[src/common/modred_pkg.sv]
package modred_pkg;

  // Datapath widths.
  localparam int unsigned DATA_LENGTH = 64;  // Product and fold word width.
  localparam int unsigned OPERAND_W   = 32;  // Width of a, b, c and d.
  localparam int unsigned SHIFT_W     = 6;   // Wide enough for k and s up to 63.

  // Reduction depth per lane.
  // Three folds bring a 46-bit Dilithium product below 2m.
  localparam int unsigned NUM_RED = 3;

  // Product register, NUM_RED fold registers and the lane subtract register
  // take five edges; the combiner register adds one more edge after that.
  localparam int unsigned PIPE_LATENCY = 5;

  // Product, fold value, modulus and mask.
  typedef logic [DATA_LENGTH-1:0] word_t;

  // Input operands.
  typedef logic [OPERAND_W-1:0] operand_t;

  // Exponents k and s of m = 2^k - 2^s + 1.
  typedef logic [SHIFT_W-1:0] shamt_t;

endpackage : modred_pkg

[src/common/modred_cfg_if.sv]
`timescale 1ns/10ps

interface modred_cfg_if;
  import modred_pkg::*;

  // Derived modulus settings, held as levels between loads.
  word_t  modulus;     // m = 2^k - 2^s + 1.
  word_t  low_mask;    // 2^k - 1, selects the low part of a word.
  shamt_t mod_bits;    // k, shift that extracts the high part.
  shamt_t fold_shift;  // s, shift applied to the high part.

  // Config block side.
  modport cfg_src (
    output modulus,
    output low_mask,
    output mod_bits,
    output fold_shift
  );

  // Lanes and combiner.
  modport cfg_dst (
    input modulus,
    input low_mask,
    input mod_bits,
    input fold_shift
  );

endinterface : modred_cfg_if

[src/verilog/modred_config.sv]
`timescale 1ns/10ps

module modred_config (
  input  logic                clk_i,
  input  logic                rst_ni,
  input  logic                cfg_load_i,
  input  modred_pkg::shamt_t  mod_bits_i,
  input  modred_pkg::shamt_t  fold_shift_i,
  modred_cfg_if.cfg_src       cfg
);
  import modred_pkg::*;

  word_t pow_k;  // 2^k from the incoming k.
  word_t pow_s;  // 2^s from the incoming s.
  word_t modulus_d;
  word_t low_mask_d;

  // The wide arithmetic sits in front of the load registers only.
  always_comb begin
    pow_k      = word_t'(1) << mod_bits_i;
    pow_s      = word_t'(1) << fold_shift_i;
    modulus_d  = pow_k - pow_s + word_t'(1);  // m = 2^k - 2^s + 1.
    low_mask_d = pow_k - word_t'(1);          // Ones in bits k-1..0.
  end

  // Load on the strobe, keep otherwise.
  always_ff @(posedge clk_i or negedge rst_ni) begin
    if (!rst_ni) begin
      cfg.mod_bits   <= '0;
      cfg.fold_shift <= '0;
      cfg.modulus    <= '0;
      cfg.low_mask   <= '0;
    end else if (cfg_load_i) begin
      cfg.mod_bits   <= mod_bits_i;
      cfg.fold_shift <= fold_shift_i;
      cfg.modulus    <= modulus_d;
      cfg.low_mask   <= low_mask_d;
    end
  end

endmodule : modred_config

[src/flat_wrapper.sv]
// flat-port wrapper written by rule: the top's interface ports become plain ports
module modred_config_flat import modred_pkg::*;
  (clk_i, rst_ni, cfg_load_i, mod_bits_i, fold_shift_i, cfg_modulus, cfg_low_mask, cfg_mod_bits, cfg_fold_shift);
  modred_cfg_if cfg_i ();
  input  logic clk_i;
  input  logic rst_ni;
  input  logic cfg_load_i;
  input  modred_pkg::shamt_t mod_bits_i;
  input  modred_pkg::shamt_t fold_shift_i;
  output wire logic [$bits(cfg_i.modulus)-1:0] cfg_modulus;
  output wire logic [$bits(cfg_i.low_mask)-1:0] cfg_low_mask;
  output wire logic [$bits(cfg_i.mod_bits)-1:0] cfg_mod_bits;
  output wire logic [$bits(cfg_i.fold_shift)-1:0] cfg_fold_shift;
  assign cfg_modulus = cfg_i.modulus;
  assign cfg_low_mask = cfg_i.low_mask;
  assign cfg_mod_bits = cfg_i.mod_bits;
  assign cfg_fold_shift = cfg_i.fold_shift;
  modred_config u_core (.clk_i(clk_i), .rst_ni(rst_ni), .cfg_load_i(cfg_load_i), .mod_bits_i(mod_bits_i), .fold_shift_i(fold_shift_i), .cfg(cfg_i));
endmodule
[config.mk]
export PLATFORM = sky130hd
export DESIGN_NAME = modred_config_flat
export DESIGN_NICKNAME = d
export VERILOG_FILES = /design/src/common/modred_pkg.sv /design/src/common/modred_cfg_if.sv /design/src/verilog/modred_config.sv /design/src/flat_wrapper.sv
export SDC_FILE = /design/constraint.sdc
export NUM_CORES = 1
export LEC_CHECK = 0
export ABC_AREA = 1
export BUFFER_PORTS_ARGS = -buffer_cell sky130_fd_sc_hd__buf_4
export CAP_MARGIN = 15
export CORE_MARGIN = 2
export CORE_UTILIZATION = 45
export DETAILED_ROUTE_END_ITERATION = 8
export SLEW_MARGIN = 20
export SYNTH_ARGS = -nofsm -noshare
export SYNTH_HDL_FRONTEND = slang
export SYNTH_SLANG_ARGS = --single-unit
[constraint.sdc]
create_clock -name clk_i -period 0.8 [get_ports clk_i]
set_input_delay 0.24 -clock clk_i [delete_from_list [all_inputs] [get_ports clk_i]]
set_output_delay 0.24 -clock clk_i [all_outputs]
set_load 0.05 [all_outputs]
==> results.json, run 1 <==
{
  "synth_compound_area_frac": 0.08859,
  "synth.top_cell.area_share": 0.2518,
  "synthAdderAreaFrac": 0.1139,
  "rows": 64,
  "synth_area_per_cell_um2": 6.091,
  "dp.cells": 3240,
  "synth_xor_area_frac": 0.01826,
  "crit_endpoint": "u_core.cfg.modulus[43]$_DFFE_PN0P_/D",
  "track_usage": 0.7818,
  "grt.overflow.total": 292,
  "synth_cells": 2284,
  "synth.area.top_cells": "dfrtp_1 25%, nand2_1 20%, ha_1 11%",
  "syn-cell-area_mm2": 0.01391,
  "tool.error": "[ERROR GRT-0232] Routing congestion too high. Check the congestion heatmap in the GUI.",
  "dp_hpwl_mm": 52.08,
  "status": "aborted with a tool error",
  "synth_largest_area_cell": "dfrtp_1",
  "yosysSeqAreaShare": 0.2518,
  "clock-sinks": 140,
  "synth_nets": 2425,
  "lastStage": "global routing (5_1_grt)",
  "ys_warn_count": 0,
  "yosysUniqueCellTypes": 35,
  "synthSimpleGateAreaFrac": 0.4313,
  "grt_max_degree": 41,
  "initial_core_util": 0.4560,
  "port_buffers": 154,
  "die_x_um": 179.8,
  "worstEpCategory": "register data pin",
  "clock_path_buffers": 2,
  "root_buffer": "clkbuf_16",
  "htree_levels": 4,
  "fp.dieH_um": 179.8,
  "synth_top_family_by_area": "simple AND/OR/NAND/NOR gates",
  "place_congestion": 1.012,
  "io_pins": 155,
  "muxShareOfSynthArea": 0,
  "cts_buffers": 17,
  "synth_seq_cells": 140
}
-- cells by family after synthesis --
| family | Yosys count |
|---|---|
| and+or+nand+nor | 1410 |
| buffers and inverters | 345 |
| DFF | 140 |
| AOI/OAI and AO/OA | 234 |
| xor gates and xnor gates | 29 |
| adders and majority gates | 126 |
-- metrics by stage --
step	area (um^2)	hold WS, ns	setup WS [ns]
after floorplan	14630	-0.05559	-1.877
after global placement	19760	0.09405	-2.622
after detailed placement	19760	0.09680	-2.674
after CTS	23320	0.09582	-1.674
-- routing by layer --
metal	track usage	GRT overflow
met3	0.6323	6
met5	0.3081	4
met1	0.7672	1
met4	0.7860	104
met2	0.9594	177
-- timing repair --
action,4_1_cts
pin swaps,168
hold buffers,1
resized for setup,566
hold endpoints to repair,140
setup buffers,84
endpoints found under the setup margin,266
gates cloned,1
-- Yosys cell counts --
master / number
nand4_1: 101
nand3b_1: 12
nand4_2: 3
buf_4: 4
buf_1: 13
o21bai_1: 9
nand2_1: 749
o21a_1: 3
o21ai_1: 6
inv_1: 257
a31oi_1: 8
a21oi_1: 95
clkbuf_1: 41
nor3_2: 3
o41ai_1: 1
o21ai_0: 105
nor2_4: 4
dfrtp_1: 140
clkinv_1: 4
or2_2: 6
inv_2: 9
xor2_1: 10
nor3_1: 20
fa_1: 1
nand3_1: 197
nor2_2: 11
ha_1: 125
xnor2_1: 19
nand3_2: 1
o31ai_1: 7
buf_6: 1
nor2_1: 297
nand2_2: 3
buf_2: 16
nor4_1: 3
==> inputs of run 2 (changes only) <==
--- a/config.mk
+++ b/config.mk
@@ -9,8 +9,9 @@
 export BUFFER_PORTS_ARGS = -buffer_cell sky130_fd_sc_hd__buf_4
 export CAP_MARGIN = 15
 export CORE_MARGIN = 2
-export CORE_UTILIZATION = 45
+export CORE_UTILIZATION = 30
 export DETAILED_ROUTE_END_ITERATION = 8
+export PLACE_DENSITY_LB_ADDON = 0.15
 export SLEW_MARGIN = 20
 export SYNTH_ARGS = -nofsm -noshare
 export SYNTH_HDL_FRONTEND = slang
==> results.json, run 2 <==
{
  "cp.required_ns": 1.18,
  "power_mw": 42.06,
  "synth_area_per_cell_um2": 6.091,
  "violations": "setup timing",
  "grt_pass1_wl_mm": 113.4,
  "clock_path_buffers": 2,
  "yosysMostFrequentCell": "nand2_1",
  "synth.top_cell.area_share": 0.2518,
  "port_buffers": 154,
  "worstSetupPathType": "in -> reg",
  "synth_seq_cells": 140,
  "tightest_slew_ns": 0.4264,
  "p_leak_nw": 14.55,
  "synth_largest_area_cell": "dfrtp_1",
  "power.density_mw_per_mm2": 1475,
  "post-route-period-util": 3.245,
  "critical_path.startpoint_type": "primary input",
  "finalSetupViolCount": 266,
  "fp.dieH_um": 219.3,
  "synthAdderAreaFrac": 0.1139,
  "via_per_inst": 5.053,
  "timing.fmax_ghz": 0.3852,
  "synth_cells": 2284,
  "reg2reg_from": "u_core.cfg.low_mask[10]",
  "fillers": 4029,
  "drc": 0,
  "r2r-end": "u_core.cfg.low_mask[10]",
  "path_delay_family": "simple AND/OR/NAND/NOR gates",
  "grt.overflow.total": 0,
  "path_max_fanout": 4,
  "combinationalPowerShare": 0.572,
  "yosysSeqAreaShare": 0.2518,
  "nets": 3296,
  "reg2reg_depth": 3,
  "finalHoldViolations": 0,
  "status": "complete, but fails checks",
  "ant_nets": 0,
  "synth_flop_cell": "dfrtp_1",
  "dieArea_mm2": 0.04811,
  "most-common-layout-cells": "722 x buf_4, 505 x nand2_1, 173 x inv_1",
  "cp-startpoint": "mod_bits_i[2]",
  "drv_cap": 0,
  "cts_tree": "yes",
  "grt_max_degree": 34,
  "finalClockSkew_ns": 0,
  "r2r_setup_slack_ns": 0.01,
  "hold_ws_ns": 0.09921,
  "clock-sinks": 140,
  "track_usage": 0.3172,
  "synth_common_cells": "749 x nand2_1, 297 x nor2_1, 257 x inv_1",
  "yosysUniqueCellTypes": 35,
  "rows": 78,
  "clk_pin_slew_ns": 0.06,
  "slew_headroom": 0.7138,
  "path_cells": "buf_12, buf_16, nor2_4, nand4_1, ha_1, inv_2, ha_4, fa_2, nand2_2, nand2_2, nand3b_1, nand2_2, buf_6, nand3_4, nand3_4, nand2_4, nand2_8, nand2_4, nand3b_1, nand3_4, nand2_2",
  "wl_per_cell_um": 20.25,
  "peakVddDrop_mv": 1.526,
  "synth_compound_area_frac": 0.08859,
  "fin_ws_ns": -1.796,
  "power_switching_share": 0.4527,
  "n_antenna_cell": 0,
  "cts_buffers": 17,
  "critPathBufInv": 4,
  "ff_latch_area_mm2": 0.003503,
  "cp_num_cells": 21,
  "io_pins": 155,
  "htree_levels": 4,
  "die_x_um": 219.3,
  "root_buffer": "clkbuf_16",
  "min_period_ns": 2.596,
  "syn-cell-area_mm2": 0.01391,
  "num_vias": 19030,
  "min-delay-path-class": "in -> async",
  "rsz0062_at_grt": "yes",
  "initialDrtViolationCount": 1309,
  "synth-edff-count": 0,
  "initial_core_util": 0.3052,
  "crit_end": "u_core.cfg.modulus[47]",
  "muxShareOfSynthArea": 0,
  "top_regs": "u_core.cfg.low_mask (64), u_core.cfg.modulus (64)",
  "crit_path_frequent_cell": "nand2_2",
  "dp_hpwl_mm": 60.43,
  "synth.area.top_cells": "dfrtp_1 25%, nand2_1 20%, ha_1 11%",
  "worstPathArrival_ns": 2.98,
  "grt_antenna_before_repair": 0,
  "synth_nets": 2425,
  "worst_path_largest_cell_delay_ns": 0.39,
  "cp-end-kind": "register",
  "first_pass_iters": 5,
  "synthSimpleGateAreaFrac": 0.4313,
  "crit_slowest_cell": "fa_2",
  "area_growth_pct": 105.0,
  "p_clk_frac": 0.212,
  "grt_pass1_vias": 19380,
  "ys_warn_count": 0,
  "layout-drive-gt1-share": 0.5854,
  "fin_area_mm2": 0.02852,
  "multi_input_area_mm2": 0.01437,
  "power.switching_mw": 19.04,
  "slew_violations": 0,
  "routed_wl_mm": 76.28,
  "synth_xor_area_frac": 0.01826,
  "layout_commonest_cell": "buf_4",
  "p_int_mw": 23.02,
  "seq_power_share": 0.216,
  "fp.coreArea_mm2": 0.04558,
  "clk_latency_ns": 0.49,
  "ys_async_sr_fraction": 1.000,
  "synth_top_family_by_area": "simple AND/OR/NAND/NOR gates",
  "tns_ns": -222.35,
  "place_area_mm2": 0.02084,
  "place_congestion": 0.9876
}
-- run 2: cell counts after synthesis --
No cell type changed its count.
-- run 2: area by class of cell --
type / count / share of cell area
flip-flops and latches: 140 / 0.1228
clock inverters: 12 / 0.006493
inverters: 270 / 0.03887
multi-input cells: 1799 / 0.5037
clock buffers: 19 / 0.01553
well taps: 600 / 0.02632
repair buffers: 927 / 0.2862
-- run 2: logic make-up after synthesis --
family	count (synthesis)
compound gates	234
fa+ha+maj	126
flops	140
simple gates	1410
xor+xnor	29
buf+inv	345
-- run 2: timing repair --
item,in CTS,in global routing
hold buffers,1,0
buffers inserted,158,85
endpoints found under the setup margin,265,266
gates cloned,4,0
gates resized for setup,908,481
pin swaps,263,261
endpoints found under the hold margin,140,0
-- run 2: worst min path at each step --
stage,startpoint,end,slack (ns),cells after the start
after floorplan,rst_ni,u_core.cfg.fold_shift[0],-0.06,0
after global placement,rst_ni,u_core.cfg.low_mask[17],0.03,1
after detailed placement,rst_ni,u_core.cfg.low_mask[15],0.03,1
after CTS,rst_ni,u_core.cfg.low_mask[13],0.07,2
after global routing,rst_ni,u_core.cfg.low_mask[15],0.10,2
final,rst_ni,u_core.cfg.low_mask[15],0.1,2
-- run 2: per-layer routing --
| metal | up-vias | global-route usage | share of wire |
|---|---|---|---|
| met2 | 538 | 0.5396 | 0.48 |
| li1 | 9184 | - | - |
| met1 | 9118 | 0.3858 | 0.42 |
| met4 | 0 | 0.1845 | 0.062 |
| met3 | 194 | 0.03687 | 0.036 |
| met5 | - | 0 | 0 |
-- run 2: through the flow --
step / setup WS, ns / utilization / instances
after floorplan: -1.877 / - / 2284
after global placement: -2.791 / 0.4573 / 3556
after detailed placement: -2.775 / 0.4573 / 3556
after CTS: -1.768 / 0.5779 / 3720
after global routing: -1.893 / 0.6258 / 3767
final: -1.796 / 0.6258 / 3767
-- run 2: power by group through the flow --
| stage | sequential (mW) | combinational [mW] | clock (mW) |
|---|---|---|---|
| 2_1_floorplan | 13.4 | 6.03 | 0 |
| 3_3_place_gp | 9.18 | 18.1 | 0 |
| 3_5_place_dp | 9.21 | 18.1 | 0 |
| 4_1_cts | 9.11 | 21.6 | 9.06 |
| 5_1_grt | 9.23 | 25.4 | 9.30 |
| 6_report | 9.09 | 24.0 | 8.93 |
Power figures use the tool's default switching activity.
