==> config.mk <==
export PLATFORM = sky130hd
export DESIGN_NAME = mod_combine_flat
export DESIGN_NICKNAME = d
export VERILOG_FILES = /design/src/common/modred_pkg.sv /design/src/common/modred_cfg_if.sv /design/src/verilog/mod_combine.sv /design/src/flat_wrapper.sv
export SDC_FILE = /design/constraint.sdc
export NUM_CORES = 1
export LEC_CHECK = 0
export ABC_AREA = 1
export BUFFER_PORTS_ARGS = -buffer_cell sky130_fd_sc_hd__buf_2
export CAP_MARGIN = 10
export CORE_MARGIN = 2
export CORE_UTILIZATION = 25
export DETAILED_ROUTE_END_ITERATION = 6
export HOLD_SLACK_MARGIN = 0.08
export SYNTH_ARGS = -nofsm -noshare
export SYNTH_HDL_FRONTEND = slang
export SYNTH_SLANG_ARGS = --single-unit
==> constraint.sdc <==
create_clock -name clk_i -period 1.6 [get_ports clk_i]
set_input_delay 0.32 -clock clk_i [delete_from_list [all_inputs] [get_ports clk_i]]
set_output_delay 0.32 -clock clk_i [all_outputs]
set_load 0.05 [all_outputs]
==> src/common/modred_pkg.sv <==
package modred_pkg;

  // Datapath widths.
  localparam int unsigned DATA_LENGTH = 64;  // Product and fold word width.
  localparam int unsigned OPERAND_W   = 32;  // Width of a, b, c and d.
  localparam int unsigned SHIFT_W     = 6;   // Wide enough for k and s up to 63.

  // Reduction depth per lane.
  // Three folds bring a 46-bit Dilithium product below 2m.
  localparam int unsigned NUM_RED = 3;

  // Product register, NUM_RED fold registers and the lane subtract register
  // take five edges; the combiner register adds one more edge after that.
  localparam int unsigned PIPE_LATENCY = 5;

  // Product, fold value, modulus and mask.
  typedef logic [DATA_LENGTH-1:0] word_t;

  // Input operands.
  typedef logic [OPERAND_W-1:0] operand_t;

  // Exponents k and s of m = 2^k - 2^s + 1.
  typedef logic [SHIFT_W-1:0] shamt_t;

endpackage : modred_pkg

==> src/common/modred_cfg_if.sv <==
`timescale 1ns/10ps

interface modred_cfg_if;
  import modred_pkg::*;

  // Derived modulus settings, held as levels between loads.
  word_t  modulus;     // m = 2^k - 2^s + 1.
  word_t  low_mask;    // 2^k - 1, selects the low part of a word.
  shamt_t mod_bits;    // k, shift that extracts the high part.
  shamt_t fold_shift;  // s, shift applied to the high part.

  // Config block side.
  modport cfg_src (
    output modulus,
    output low_mask,
    output mod_bits,
    output fold_shift
  );

  // Lanes and combiner.
  modport cfg_dst (
    input modulus,
    input low_mask,
    input mod_bits,
    input fold_shift
  );

endinterface : modred_cfg_if

==> src/verilog/mod_combine.sv <==
`timescale 1ns/10ps

module mod_combine (
  input  logic               clk_i,
  input  logic               rst_ni,
  input  logic               start_i,
  input  modred_pkg::word_t  lane_a_i,
  input  modred_pkg::word_t  lane_b_i,
  modred_cfg_if.cfg_dst      cfg,
  output modred_pkg::word_t  result_o,
  output logic               valid_o
);
  import modred_pkg::*;

  logic [PIPE_LATENCY-1:0] start_q;  // start_i delayed to match the lanes.
  logic                    lane_valid;
  word_t                   sum;
  word_t                   sum_red;

  // Both inputs are below m, so the sum is below 2m.
  assign sum        = lane_a_i + lane_b_i;
  assign sum_red    = (sum >= cfg.modulus) ? sum - cfg.modulus : sum;
  assign lane_valid = start_q[PIPE_LATENCY-1];  // Lane outputs belong to a start.

  always_ff @(posedge clk_i or negedge rst_ni) begin
    if (!rst_ni) begin
      start_q <= '0;
      valid_o <= 1'b0;
    end else begin
      start_q <= {start_q[PIPE_LATENCY-2:0], start_i};
      valid_o <= lane_valid;
    end
  end

  // Capture only sums that come from a real item.
  always_ff @(posedge clk_i or negedge rst_ni) begin
    if (!rst_ni) begin
      result_o <= '0;
    end else if (lane_valid) begin
      result_o <= sum_red;
    end
  end

endmodule : mod_combine

==> src/flat_wrapper.sv <==
// flat-port wrapper written by rule: the top's interface ports become plain ports
module mod_combine_flat import modred_pkg::*;
  (clk_i, rst_ni, start_i, lane_a_i, lane_b_i, result_o, valid_o, cfg_modulus, cfg_low_mask, cfg_mod_bits, cfg_fold_shift);
  modred_cfg_if cfg_i ();
  input  logic clk_i;
  input  logic rst_ni;
  input  logic start_i;
  input  modred_pkg::word_t lane_a_i;
  input  modred_pkg::word_t lane_b_i;
  output modred_pkg::word_t result_o;
  output logic valid_o;
  input wire logic [$bits(cfg_i.modulus)-1:0] cfg_modulus;
  input wire logic [$bits(cfg_i.low_mask)-1:0] cfg_low_mask;
  input wire logic [$bits(cfg_i.mod_bits)-1:0] cfg_mod_bits;
  input wire logic [$bits(cfg_i.fold_shift)-1:0] cfg_fold_shift;
  assign cfg_i.modulus = cfg_modulus;
  assign cfg_i.low_mask = cfg_low_mask;
  assign cfg_i.mod_bits = cfg_mod_bits;
  assign cfg_i.fold_shift = cfg_fold_shift;
  mod_combine u_core (.clk_i(clk_i), .rst_ni(rst_ni), .start_i(start_i), .lane_a_i(lane_a_i), .lane_b_i(lane_b_i), .cfg(cfg_i), .result_o(result_o), .valid_o(valid_o));
endmodule
==> impl_metrics.ini, run 1 <==
[detailed_routing]
drt_iter0_drc = 1275
routed_wl_mm = 79.6
wire_per_inst_microns = 16.3
viasPerCell = 4.48
ant_nets = 0
via_count = 21800
drc = 0
drt_first_pass_iters = 5

[floorplanning]
die_area_sq_mm = 0.0646
core_sq_mm = 0.0618
die_w_microns = 254
die_y_microns = 254
fp-row-count = 91
io_pins = 336
initial_utilization_pct = 25.3

[layout]
n_antenna_cell = 0
nets = 4426
syn_to_final_growth_pct = 77.1
final_layout_size_suffix_gt1_share_pct = 42.7
postLayoutCellArea_sq_mm = 0.0277

[global_route]
grt_overflow = 0
antenna_found_initial = 2
first_global_vias = 21300
grt_max_degree = 41
grt_usage_pct = 23.9
grt_pass1_wl_mm = 117

[worst_setup_path]
path_max_fanout = 8
critical-path-top-delay-family = simple AND/OR/NAND/NOR gates
startpoint_type = input port
cp.arrival_ps = 3800
criticalPathCategory = input port to register
critPathBufInv = 9
critPathCaptureType = register
cp_slowest_stage_delay_ps = 370
crit_required_ps = 1860
slowest_stage = fa_2

[placed_design]
place_ws_ps = -2780
gp_congestion = 0.967
dp.final_hpwl_mm = 65.0
io_buffer_count = 259
dpl_cell_area_sq_mm = 0.0222

[synthesis]
synth-seq-cells = 70
netlist-cell-type-count = 35
syn_area_sq_mm = 0.0156
synth_edf_count = 0
synth_nets = 3533
async_reset_ff_share_pct = 100
synth-seq-area-share_pct = 11.2
yosys_warnings = 0
synthFlopType = dfrtp_1
syn_inst = 3133
avgSynthCellArea_sq_um = 4.99

[timing]
period_share_pct = 221
worst_slew_pin_slew_ps = 438
hold_violations = 0
slew_viol_final = 0
max_slew_margin_pct = 70.6
rsz0062_at_grt = true
setup_ws_ps = -1940
fin_crit_ps = 3540
worst_hold_slack_ps = 333
fmax_mhz = 282
setup_viol = 64
fin_skew_ps = 7.38

[power]
leakage_nw = 16.1
p_int_mw = 12.2
power_mw = 26.3
power_density_mw_per_mm2 = 948
p_comb_share_pct = 81.2
vdd_drop_max_uv = 922
power_frac_seq_pct = 11.0
power.net_switching_mw = 14.0
power_frac_clock_pct = 7.8
p_sw_share_pct = 53.4

[cts]
cts_htree_levels = 3
clockRootBuffer = clkbuf_16
clk_pin_slew_worst_paths_ps = 70
clk_path_buf_depth = 2
clk_latency_ps = 370
cts_tree = yes
clock-sinks = 70
numCtsBuffers = 9

[outcome]
violations = negative setup slack
status = finished with violations

[job]
cap_violations = 0

[worst_hold_path]
hp-class = input port to register
[cell usage after synthesis (10+ instances only)]
| cell type | number | share of area, % |
|---|---|---|
| o21ai_1 | 12 | 0.38 |
| xor2_1 | 42 | 2.4 |
| ha_1 | 127 | 10 |
| nor2_1 | 216 | 5.2 |
| nand3b_1 | 22 | 1.1 |
| nand4_1 | 25 | 1.0 |
| nand2_2 | 32 | 1.3 |
| a21oi_1 | 78 | 2.5 |
| o21ai_2 | 18 | 1.0 |
| dfrtp_1 | 70 | 11 |
| nor3_1 | 31 | 0.99 |
| clkbuf_1 | 11 | 0.26 |
| xnor2_1 | 20 | 1.1 |
| inv_2 | 10 | 0.24 |
| inv_1 | 783 | 19 |
| nand2_1 | 1420 | 34 |
| nand3_1 | 155 | 5.0 |
[worst reg2reg max path, stage by stage, from the launching register on]
cell and delay (ps):
dfrtp_2 440, inv_2 270, buf_12 240, nand2_1 110
nand2_1 60
[layout by cell type, fill, tap and decap left out, types with 3 or more instances in the layout]
master     netlist  routed
a21oi_1         78      38
a21oi_2          0      27
a21oi_4          1      14
buf_12           4      24
buf_16           0       6
buf_2            6     244
buf_4            0     580
buf_6            4      47
clkbuf_16        0      12
dfrtp_1         70      69
ha_1           127      22
ha_4             0     104
inv_1          783     724
inv_2           10      65
inv_4            0       4
nand2_1       1420    1124
nand2_2         32     251
nand2_4          0      74
nand2_8          0       4
nand3_1        155      88
nand3_2          1      48
nand3_4          0      20
nand3b_1        22      22
nand4_1         25      25
nor2_1         216     109
nor2_2           7      68
nor2_4           3      49
nor3_1          31      12
nor3_2           0      16
nor3_4           0       3
nor4_4           1       4
o211ai_1         4       4
o21ai_0          7       5
o21ai_1         12       5
o21ai_2         18      26
o21bai_1         6       4
xnor2_1         20      12
xnor2_2          0       8
xor2_1          42      36
xor2_2           0       5
[cells by family after synthesis]
group                    synth area share, %
AO/OA/AOI/OAI                           4.74
XOR/XNOR                                3.47
adder cells (fa/ha/maj)                 10.4
buffers and inverters                   20.4
flip-flops                              11.2
AND/OR/NAND/NOR                         49.8
[final timing paths]
check | startpoint | endpoint | slack [ps] | depth (start not counted)
worst max-delay path | lane_b_i[0] | u_core.result_o[44] | -1940 | 28
worst min-delay path | lane_a_i[0] | u_core.result_o[0] | 330 | 4
worst max register to register | u_core.start_q[4] | u_core.result_o[48] | 410 | 4
worst min register to register | u_core.start_q[0] | u_core.start_q[1] | 360 | 0
max in group asynchronous | rst_ni | u_core.start_q[4] | 640 | 3
min in group asynchronous | rst_ni | u_core.result_o[35] | 410 | 2
[power groups by stage]
stage | clock network, mW | registers [mW] | logic, mW
final | 2.05 | 2.89 | 21.3
after floorplan | 0 | 4.54 | 7.36
after global placement | 0 | 2.89 | 16.5
after CTS | 2.09 | 2.87 | 19.9
after global routing | 2.14 | 2.90 | 22.7
after detailed placement | 0 | 2.89 | 16.5
[final cells by class]
class                   instances  area (sq um)
clock buffers                   9           225
clock inverters                 7          57.6
fillers                      6300         34100
inverters                     793          2990
multi-input cells            2245         14800
flip-flops and latches         70          1750
well taps                     837          1050
repair buffers                907          6860
[registers in the layout, summed over array words and instances, names as in the netlist]
| register | cells |
|---|---|
| u_core.result_o | 64 |
| u_core.valid_o | 1 |
| u_core.start_q | 5 |
[per-layer routing]
metal / wire length [microns] / track usage, % / vias up
met5: 13 / 0 / -
met4: 3270 / 9.06 / 2
met3: 4080 / 2.22 / 165
met2: 37900 / 41.9 / 665
met1: 34300 / 30.2 / 9963
li1: - / - / 11000
[stage by stage]
| stage | cells | util, % | TNS [ps] |
|---|---|---|---|
| floorplan | 3133 | - | -116210 |
| global placement | 4748 | 36.0 | -171110 |
| detailed placement | 4748 | 36.0 | -171500 |
| CTS | 4848 | 43.0 | -113030 |
| global route | 4868 | 44.8 | -130170 |
| finish | 4868 | 44.8 | -118340 |
[repair_timing]
| item | CTS | global route |
|---|---|---|
| resized for setup | 684 | 275 |
| pin swaps | 165 | 157 |
| buffers inserted | 72 | 25 |
| endpoints found under the hold margin | 19 | 0 |
| hold buffers | 2 | 0 |
| endpoints found under the setup margin | 64 | 64 |
| cloned | 11 | 3 |
Power figures use the tool's default switching activity.
==> inputs of run 2 (changes only) <==
--- a/config.mk
+++ b/config.mk
@@ -8,6 +8,7 @@
 export ABC_AREA = 1
 export BUFFER_PORTS_ARGS = -buffer_cell sky130_fd_sc_hd__buf_2
 export CAP_MARGIN = 10
+export CORE_ASPECT_RATIO = 1.25
 export CORE_MARGIN = 2
 export CORE_UTILIZATION = 25
 export DETAILED_ROUTE_END_ITERATION = 6
==> impl_metrics.ini, run 2 (synthesized netlist as in run 1, its figures left out) <==
[outcome]
status = finished with violations
violations = negative setup slack

[timing]
worst_slew_pin_slew_ps = 444
fin_crit_ps = 3510
fmax_mhz = 285
max_slew_margin_pct = 70.4
hold_violations = 0
fin_skew_ps = 12.6
rsz0062_at_grt = true
setup_viol = 64
setup_ws_ps = -1910
period_share_pct = 220
slew_viol_final = 0
tns_ps = -117540

[detailed_routing]
drt_first_pass_iters = 5
ant_nets = 0
drc = 0
via_count = 21100
viasPerCell = 4.37
drt_iter0_drc = 946
wire_per_inst_microns = 15.8
routed_wl_mm = 76.0

[floorplanning]
die_y_microns = 284
core_sq_mm = 0.0619
initial_utilization_pct = 25.3
fp-row-count = 102
die_area_sq_mm = 0.0646
die_w_microns = 228
io_pins = 336

[placed_design]
dp.cells = 4743
place_ws_ps = -2850
gp_congestion = 0.992
io_buffer_count = 259
dp.final_hpwl_mm = 63.3

[layout]
nets = 4385
regMostFlops = u_core.result_o
final_cell_mix = 1154 x nand2_1, 738 x inv_1, 562 x buf_4, 249 x buf_2, 230 x nand2_2
final_layout_size_suffix_gt1_share_pct = 40.3
fin_cells = 4823
top_regs = u_core.result_o x64, u_core.start_q x5, u_core.valid_o x1
largest_reg_flops = 64
final_common_cell = nand2_1
syn_to_final_growth_pct = 71.9

[worst_setup_path]
cpMostUsedCell = nand2_2
critPathBufInv = 8
startpoint_type = input port
slowest_stage = fa_2
cp.arrival_ps = 3810
crit_required_ps = 1900
critPathCaptureType = register
cp_slowest_stage_delay_ps = 370
criticalPathCategory = input port to register
critical-path-top-delay-family = simple AND/OR/NAND/NOR gates
path_max_fanout = 8

[global_route]
use_met2_pct = 41.6
met3_usage_pct = 1.69
grt.busiest_layer = met2
antenna_found_initial = 2
first_global_vias = 20500
grt_pass1_wl_mm = 112
grt_overflow = 0
grt_usage_pct = 22.9
grt_max_degree = 71
grt.met1_usage_pct = 26.3

[cts]
cts_htree_levels = 3
clock-sinks = 70
clk_pin_slew_worst_paths_ps = 70
cts_tree = yes
numCtsBuffers = 9
clockRootBuffer = clkbuf_16
clk_latency_ps = 380
clk_path_buf_depth = 2

[power]
power_mw = 25.1
power_density_mw_per_mm2 = 932
vdd_drop_max_uv = 657
leakage_nw = 15.8

[job]
cap_violations = 0

[worst_hold_path]
hp-class = input port to register
[run 2: changes by cell type in the layout (fill, tap and decap cells not counted), moves of 11 or more]
cell / before / now
ha_1: 22 / 33
nand2_1: 1124 / 1154
inv_2: 65 / 52
ha_4: 104 / 91
nand3_1: 88 / 100
buf_6: 47 / 23
buf_4: 580 / 562
nand2_2: 251 / 230
inv_1: 724 / 738
[run 2: final timing paths]
check                                   from                  end  slack, ps  cells past startpoint
hold reg to reg            u_core.start_q[3]    u_core.start_q[4]        350                      0
max in group asynchronous             rst_ni  u_core.result_o[33]        740                      3
min in group asynchronous             rst_ni   u_core.result_o[6]        480                      3
setup reg to reg           u_core.start_q[4]  u_core.result_o[56]        560                      4
setup / recovery                 lane_a_i[0]   u_core.result_o[4]      -1910                     28
hold / removal                   lane_b_i[0]   u_core.result_o[0]        320                      4
[run 2: final cells by class]
class / instances / area [sq um]
clock buffers: 10 / 229
multi-input cells: 2244 / 14400
inverters: 793 / 2980
well taps: 832 / 1040
fillers: 6597 / 35000
diodes: 1 / 2.50
flip-flops and latches: 70 / 1750
repair buffers: 867 / 6400
clock inverters: 6 / 70.1
[run 2: worst register-to-register path, delay by kind of cell, from the launching register on]
family	cells	cell delay, ps
buffers and inverters	2	320
DFF	1	450
and+or+nand+nor	2	220
[run 2: stage by stage]
stage	utilization (%)	cell area, sq um	hold slack, ps
after floorplan	-	15800	24.4
after global placement	35.8	22200	340
after detailed placement	35.8	22200	337
after CTS	40.5	25100	299
after global routing	43.4	26900	326
final	43.4	26900	321
[run 2: report_power, final]
| part | leakage [nW] | switching, mW | total [mW] | internal (mW) |
|---|---|---|---|---|
| Combinational | 14.8 | 11.8 | 20.1 | 8.35 |
| Sequential | 0.842 | 0.396 | 2.71 | 2.32 |
| Clock | 0.147 | 1.01 | 2.23 | 1.22 |
| Total | 15.8 | 13.2 | 25.1 | 11.9 |
[run 2: routing by layer]
metal  vias to the layer above  wire length, microns  part of all wire (%)
met5                         -                     0                     0
met4                         0                  4790                   6.3
met3                       195                  3020                   4.0
met2                       506                 37900                    50
met1                      9470                 30300                    40
li1                      10900                     -                     -
[run 2: timing repair]
| item | in CTS | in global routing |
|---|---|---|
| gates resized for setup | 462 | 394 |
| setup endpoints to repair | 64 | 64 |
| hold endpoints to repair | 71 | 0 |
| gates cloned | 4 | 6 |
| pin swaps | 93 | 163 |
| hold buffers | 2 | 0 |
| buffers inserted | 31 | 22 |
==> inputs of run 3 (changes only) <==
--- a/config.mk
+++ b/config.mk
@@ -10,9 +10,10 @@
 export CAP_MARGIN = 10
 export CORE_ASPECT_RATIO = 1.25
 export CORE_MARGIN = 2
-export CORE_UTILIZATION = 25
+export CORE_UTILIZATION = 52
 export DETAILED_ROUTE_END_ITERATION = 6
 export HOLD_SLACK_MARGIN = 0.08
+export PLACE_DENSITY = 0.77
 export SYNTH_ARGS = -nofsm -noshare
 export SYNTH_HDL_FRONTEND = slang
 export SYNTH_SLANG_ARGS = --single-unit
==> impl_metrics.ini, run 3 <==
[outcome]
status = did not finish
tool.error = [ERROR GRT-0232] Routing congestion too high. Check the congestion heatmap in the GUI.
stop_stage = global routing (5_1_grt)

[synthesis]
yosys_warnings = 0
synth_edf_count = 0
synthMostInstantiatedCell = nand2_1
syn_inst = 3133
async_reset_ff_share_pct = 100
netlist-cell-type-count = 35
synth_top_area_cell = nand2_1
yosysTopAreaCellShare_pct = 34.1
avgSynthCellArea_sq_um = 4.99
synth_nets = 3533
synth-seq-area-share_pct = 11.2
synth_common_cells = 1420 x nand2_1, 783 x inv_1, 216 x nor2_1, 155 x nand3_1, 127 x ha_1
synth.area.top_cells = nand2_1 34%, inv_1 19%, dfrtp_1 11%
synthFlopType = dfrtp_1
synth-seq-cells = 70
syn_area_sq_mm = 0.0156

[timing]
worstEndpointGrtRepair = u_core.result_o[61]$_DFFE_PN0P_/D
endpoint_type = register input

[floorplanning]
die_w_microns = 159
initial_utilization_pct = 52.4
fp-row-count = 71
io_pins = 336
die_y_microns = 198

[placed_design]
dp.final_hpwl_mm = 56.8
gp_congestion = 1.09
dp.cells = 4244
dpl_cell_area_sq_mm = 0.0211
io_buffer_count = 259

[cts]
clockRootBuffer = clkbuf_16
cts_htree_levels = 3
numCtsBuffers = 9
clk_path_buf_depth = 2
clock-sinks = 70

[global_route]
grt_overflow = 134
grt_usage_pct = 76.7
grt_max_degree = 71
-- run 3: through the flow --
stage          hold WS, ps  setup slack (ps)  TNS (ps)
4_1_cts                332             -1860   -115730
3_3_place_gp           335             -2890   -176630
3_5_place_dp           341             -2910   -179260
2_1_floorplan         24.4             -1830   -116210
-- run 3: logic make-up after synthesis --
logic type      share of synthesized area (%)
xor+xnor                                 3.47
flops                                    11.2
fa+ha+maj                                10.4
compound gates                           4.74
simple gates                             49.8
buf+inv                                  20.4
-- run 3: repair_timing --
item | in CTS
endpoints found under the hold margin | 71
cloned | 3
resized for setup | 362
pin swaps | 77
hold buffers | 2
endpoints found under the setup margin | 64
buffers inserted | 45
-- run 3: metal layers --
| metal | GRT overflow | GRT usage, % |
|---|---|---|
| met1 | 6 | 74.4 |
| met2 | 55 | 95.0 |
| met3 | 3 | 60.8 |
| met4 | 69 | 80.3 |
| met5 | 1 | 28.1 |
==> inputs of run 4 (changes only) <==
--- a/config.mk
+++ b/config.mk
@@ -8,12 +8,10 @@
 export ABC_AREA = 1
 export BUFFER_PORTS_ARGS = -buffer_cell sky130_fd_sc_hd__buf_2
 export CAP_MARGIN = 10
-export CORE_ASPECT_RATIO = 1.25
 export CORE_MARGIN = 2
-export CORE_UTILIZATION = 52
+export CORE_UTILIZATION = 37
 export DETAILED_ROUTE_END_ITERATION = 6
-export HOLD_SLACK_MARGIN = 0.08
-export PLACE_DENSITY = 0.77
+export PLACE_DENSITY_LB_ADDON = 0.15
 export SYNTH_ARGS = -nofsm -noshare
 export SYNTH_HDL_FRONTEND = slang
 export SYNTH_SLANG_ARGS = --single-unit
==> impl_metrics.ini, run 4 (synthesized netlist as in run 1, its figures left out) <==
[cts]
clk_pin_slew_worst_paths_ps = 70
cts_tree = yes
numCtsBuffers = 9
clock-sinks = 70
clk_path_buf_depth = 2
clk_latency_ps = 360
clockRootBuffer = clkbuf_16
cts_htree_levels = 3

[detailed_routing]
drt_iter0_drc = 1431
drt_first_pass_iters = 5
ant_nets = 0
via_count = 21300
wire_per_inst_microns = 15.8
routed_wl_mm = 71.4
viasPerCell = 4.71
drc = 0

[floorplanning]
die_area_sq_mm = 0.0439
core_sq_mm = 0.0419
io_pins = 336
initial_utilization_pct = 37.4
die_y_microns = 210
fp-row-count = 75
die_w_microns = 210

[global_route]
grt_usage_pct = 31.8
first_global_vias = 20400
antenna_found_initial = 0
grt_max_degree = 65
grt_overflow = 0
grt_pass1_wl_mm = 108

[outcome]
violations = negative setup slack
status = finished with violations

[placed_design]
io_buffer_count = 259
dpl_cell_area_sq_mm = 0.0217
place_ws_ps = -2860
gp_congestion = 1.01
dp.final_hpwl_mm = 59.0

[worst_setup_path]
criticalPathCategory = input port to register
startpoint_type = input port
crit_required_ps = 1850
cpMostUsedCell = nand2_2
slowest_stage = nor4_4
critPathCaptureType = register
cp.arrival_ps = 3830
cp_slowest_stage_delay_ps = 390
path_max_fanout = 8

[power]
power_density_mw_per_mm2 = 944
leakage_nw = 15.5
vdd_drop_max_uv = 664

[layout]
nets = 4377
final_cell_mix = 1221 x nand2_1, 752 x inv_1, 566 x buf_4, 254 x buf_2, 190 x nand2_2
final_common_cell = nand2_1
post-route-util_pct = 61.5
n_antenna_cell = 0
largest_reg_flops = 64
top_regs = u_core.result_o x64, u_core.start_q x5, u_core.valid_o x1
regMostFlops = u_core.result_o
final_layout_size_suffix_gt1_share_pct = 37.6
postLayoutCellArea_sq_mm = 0.0257
syn_to_final_growth_pct = 64.6

[worst_hold_path]
hp-class = input port to register

[timing]
worst_hold_slack_ps = 75.0
max_slew_margin_pct = 75.0
fmax_mhz = 279
fin_skew_ps = 4.91
tns_ps = -122720
setup_ws_ps = -1980
setup_viol = 64
rsz0062_at_grt = true
worst_slew_pin_slew_ps = 374
period_share_pct = 224
slew_viol_final = 0
hold_violations = 0
fin_crit_ps = 3580

[job]
cap_violations = 0
==> run 4: what timing repair did <==
action	in CTS	in global routing
setup buffers	58	10
resized for setup	418	256
hold buffers	1	0
setup endpoints to repair	64	64
gates cloned	2	2
endpoints found under the hold margin	22	0
pin swaps	95	105
==> run 4: layout make-up <==
class                      count  area [sq um]
clock buffer                   9           225
multi-input combinational   2244         13900
timing repair buffer         859          6140
tap                          539           674
clock inverter                 7          61.3
sequential                    70          1750
fill                        4101         16100
inverter                     793          2990
==> run 4: stage by stage <==
| step | instances | total power [mW] |
|---|---|---|
| 6_report | 4521 | 24.3 |
| 5_1_grt | 4521 | 25.8 |
| 4_1_cts | 4511 | 22.9 |
| 3_5_place_dp | 4435 | 18.9 |
| 3_3_place_gp | 4435 | 18.9 |
| 2_1_floorplan | 3133 | 11.9 |
==> run 4: worst max-delay path, delay by kind of cell <==
family / cells / cell delay [ps]
simple gates: 18 / 1800
buf+inv: 9 / 1050
fa+ha+maj: 2 / 610
==> run 4: layer usage <==
layer	global-route usage, %	vias up	part of all wire [%]
met1	42.8	9566	44
met2	52.6	701	45
li1	-	10900	-
met5	0	-	0
met4	12.5	0	4.1
met3	2.74	144	6.0
==> run 4: path summary, 6_finish.rpt <==
kind	startpoint	end	slack [ps]	cells past startpoint
setup reg to reg	u_core.start_q[4]	u_core.result_o[1]	440	3
max in group asynchronous	rst_ni	u_core.result_o[46]	670	3
min in group asynchronous	rst_ni	u_core.valid_o	420	2
hold reg to reg	u_core.start_q[2]	u_core.start_q[3]	350	0
setup / recovery	lane_b_i[18]	u_core.result_o[59]	-1980	29
hold / removal	start_i	u_core.start_q[0]	70	1
==> run 4: where the power goes <==
part           switching [mW]  internal (mW)  total (mW)
Sequential              0.465           2.32        2.78
Clock                   0.956           1.08        2.04
Combinational            11.6           7.86        19.5
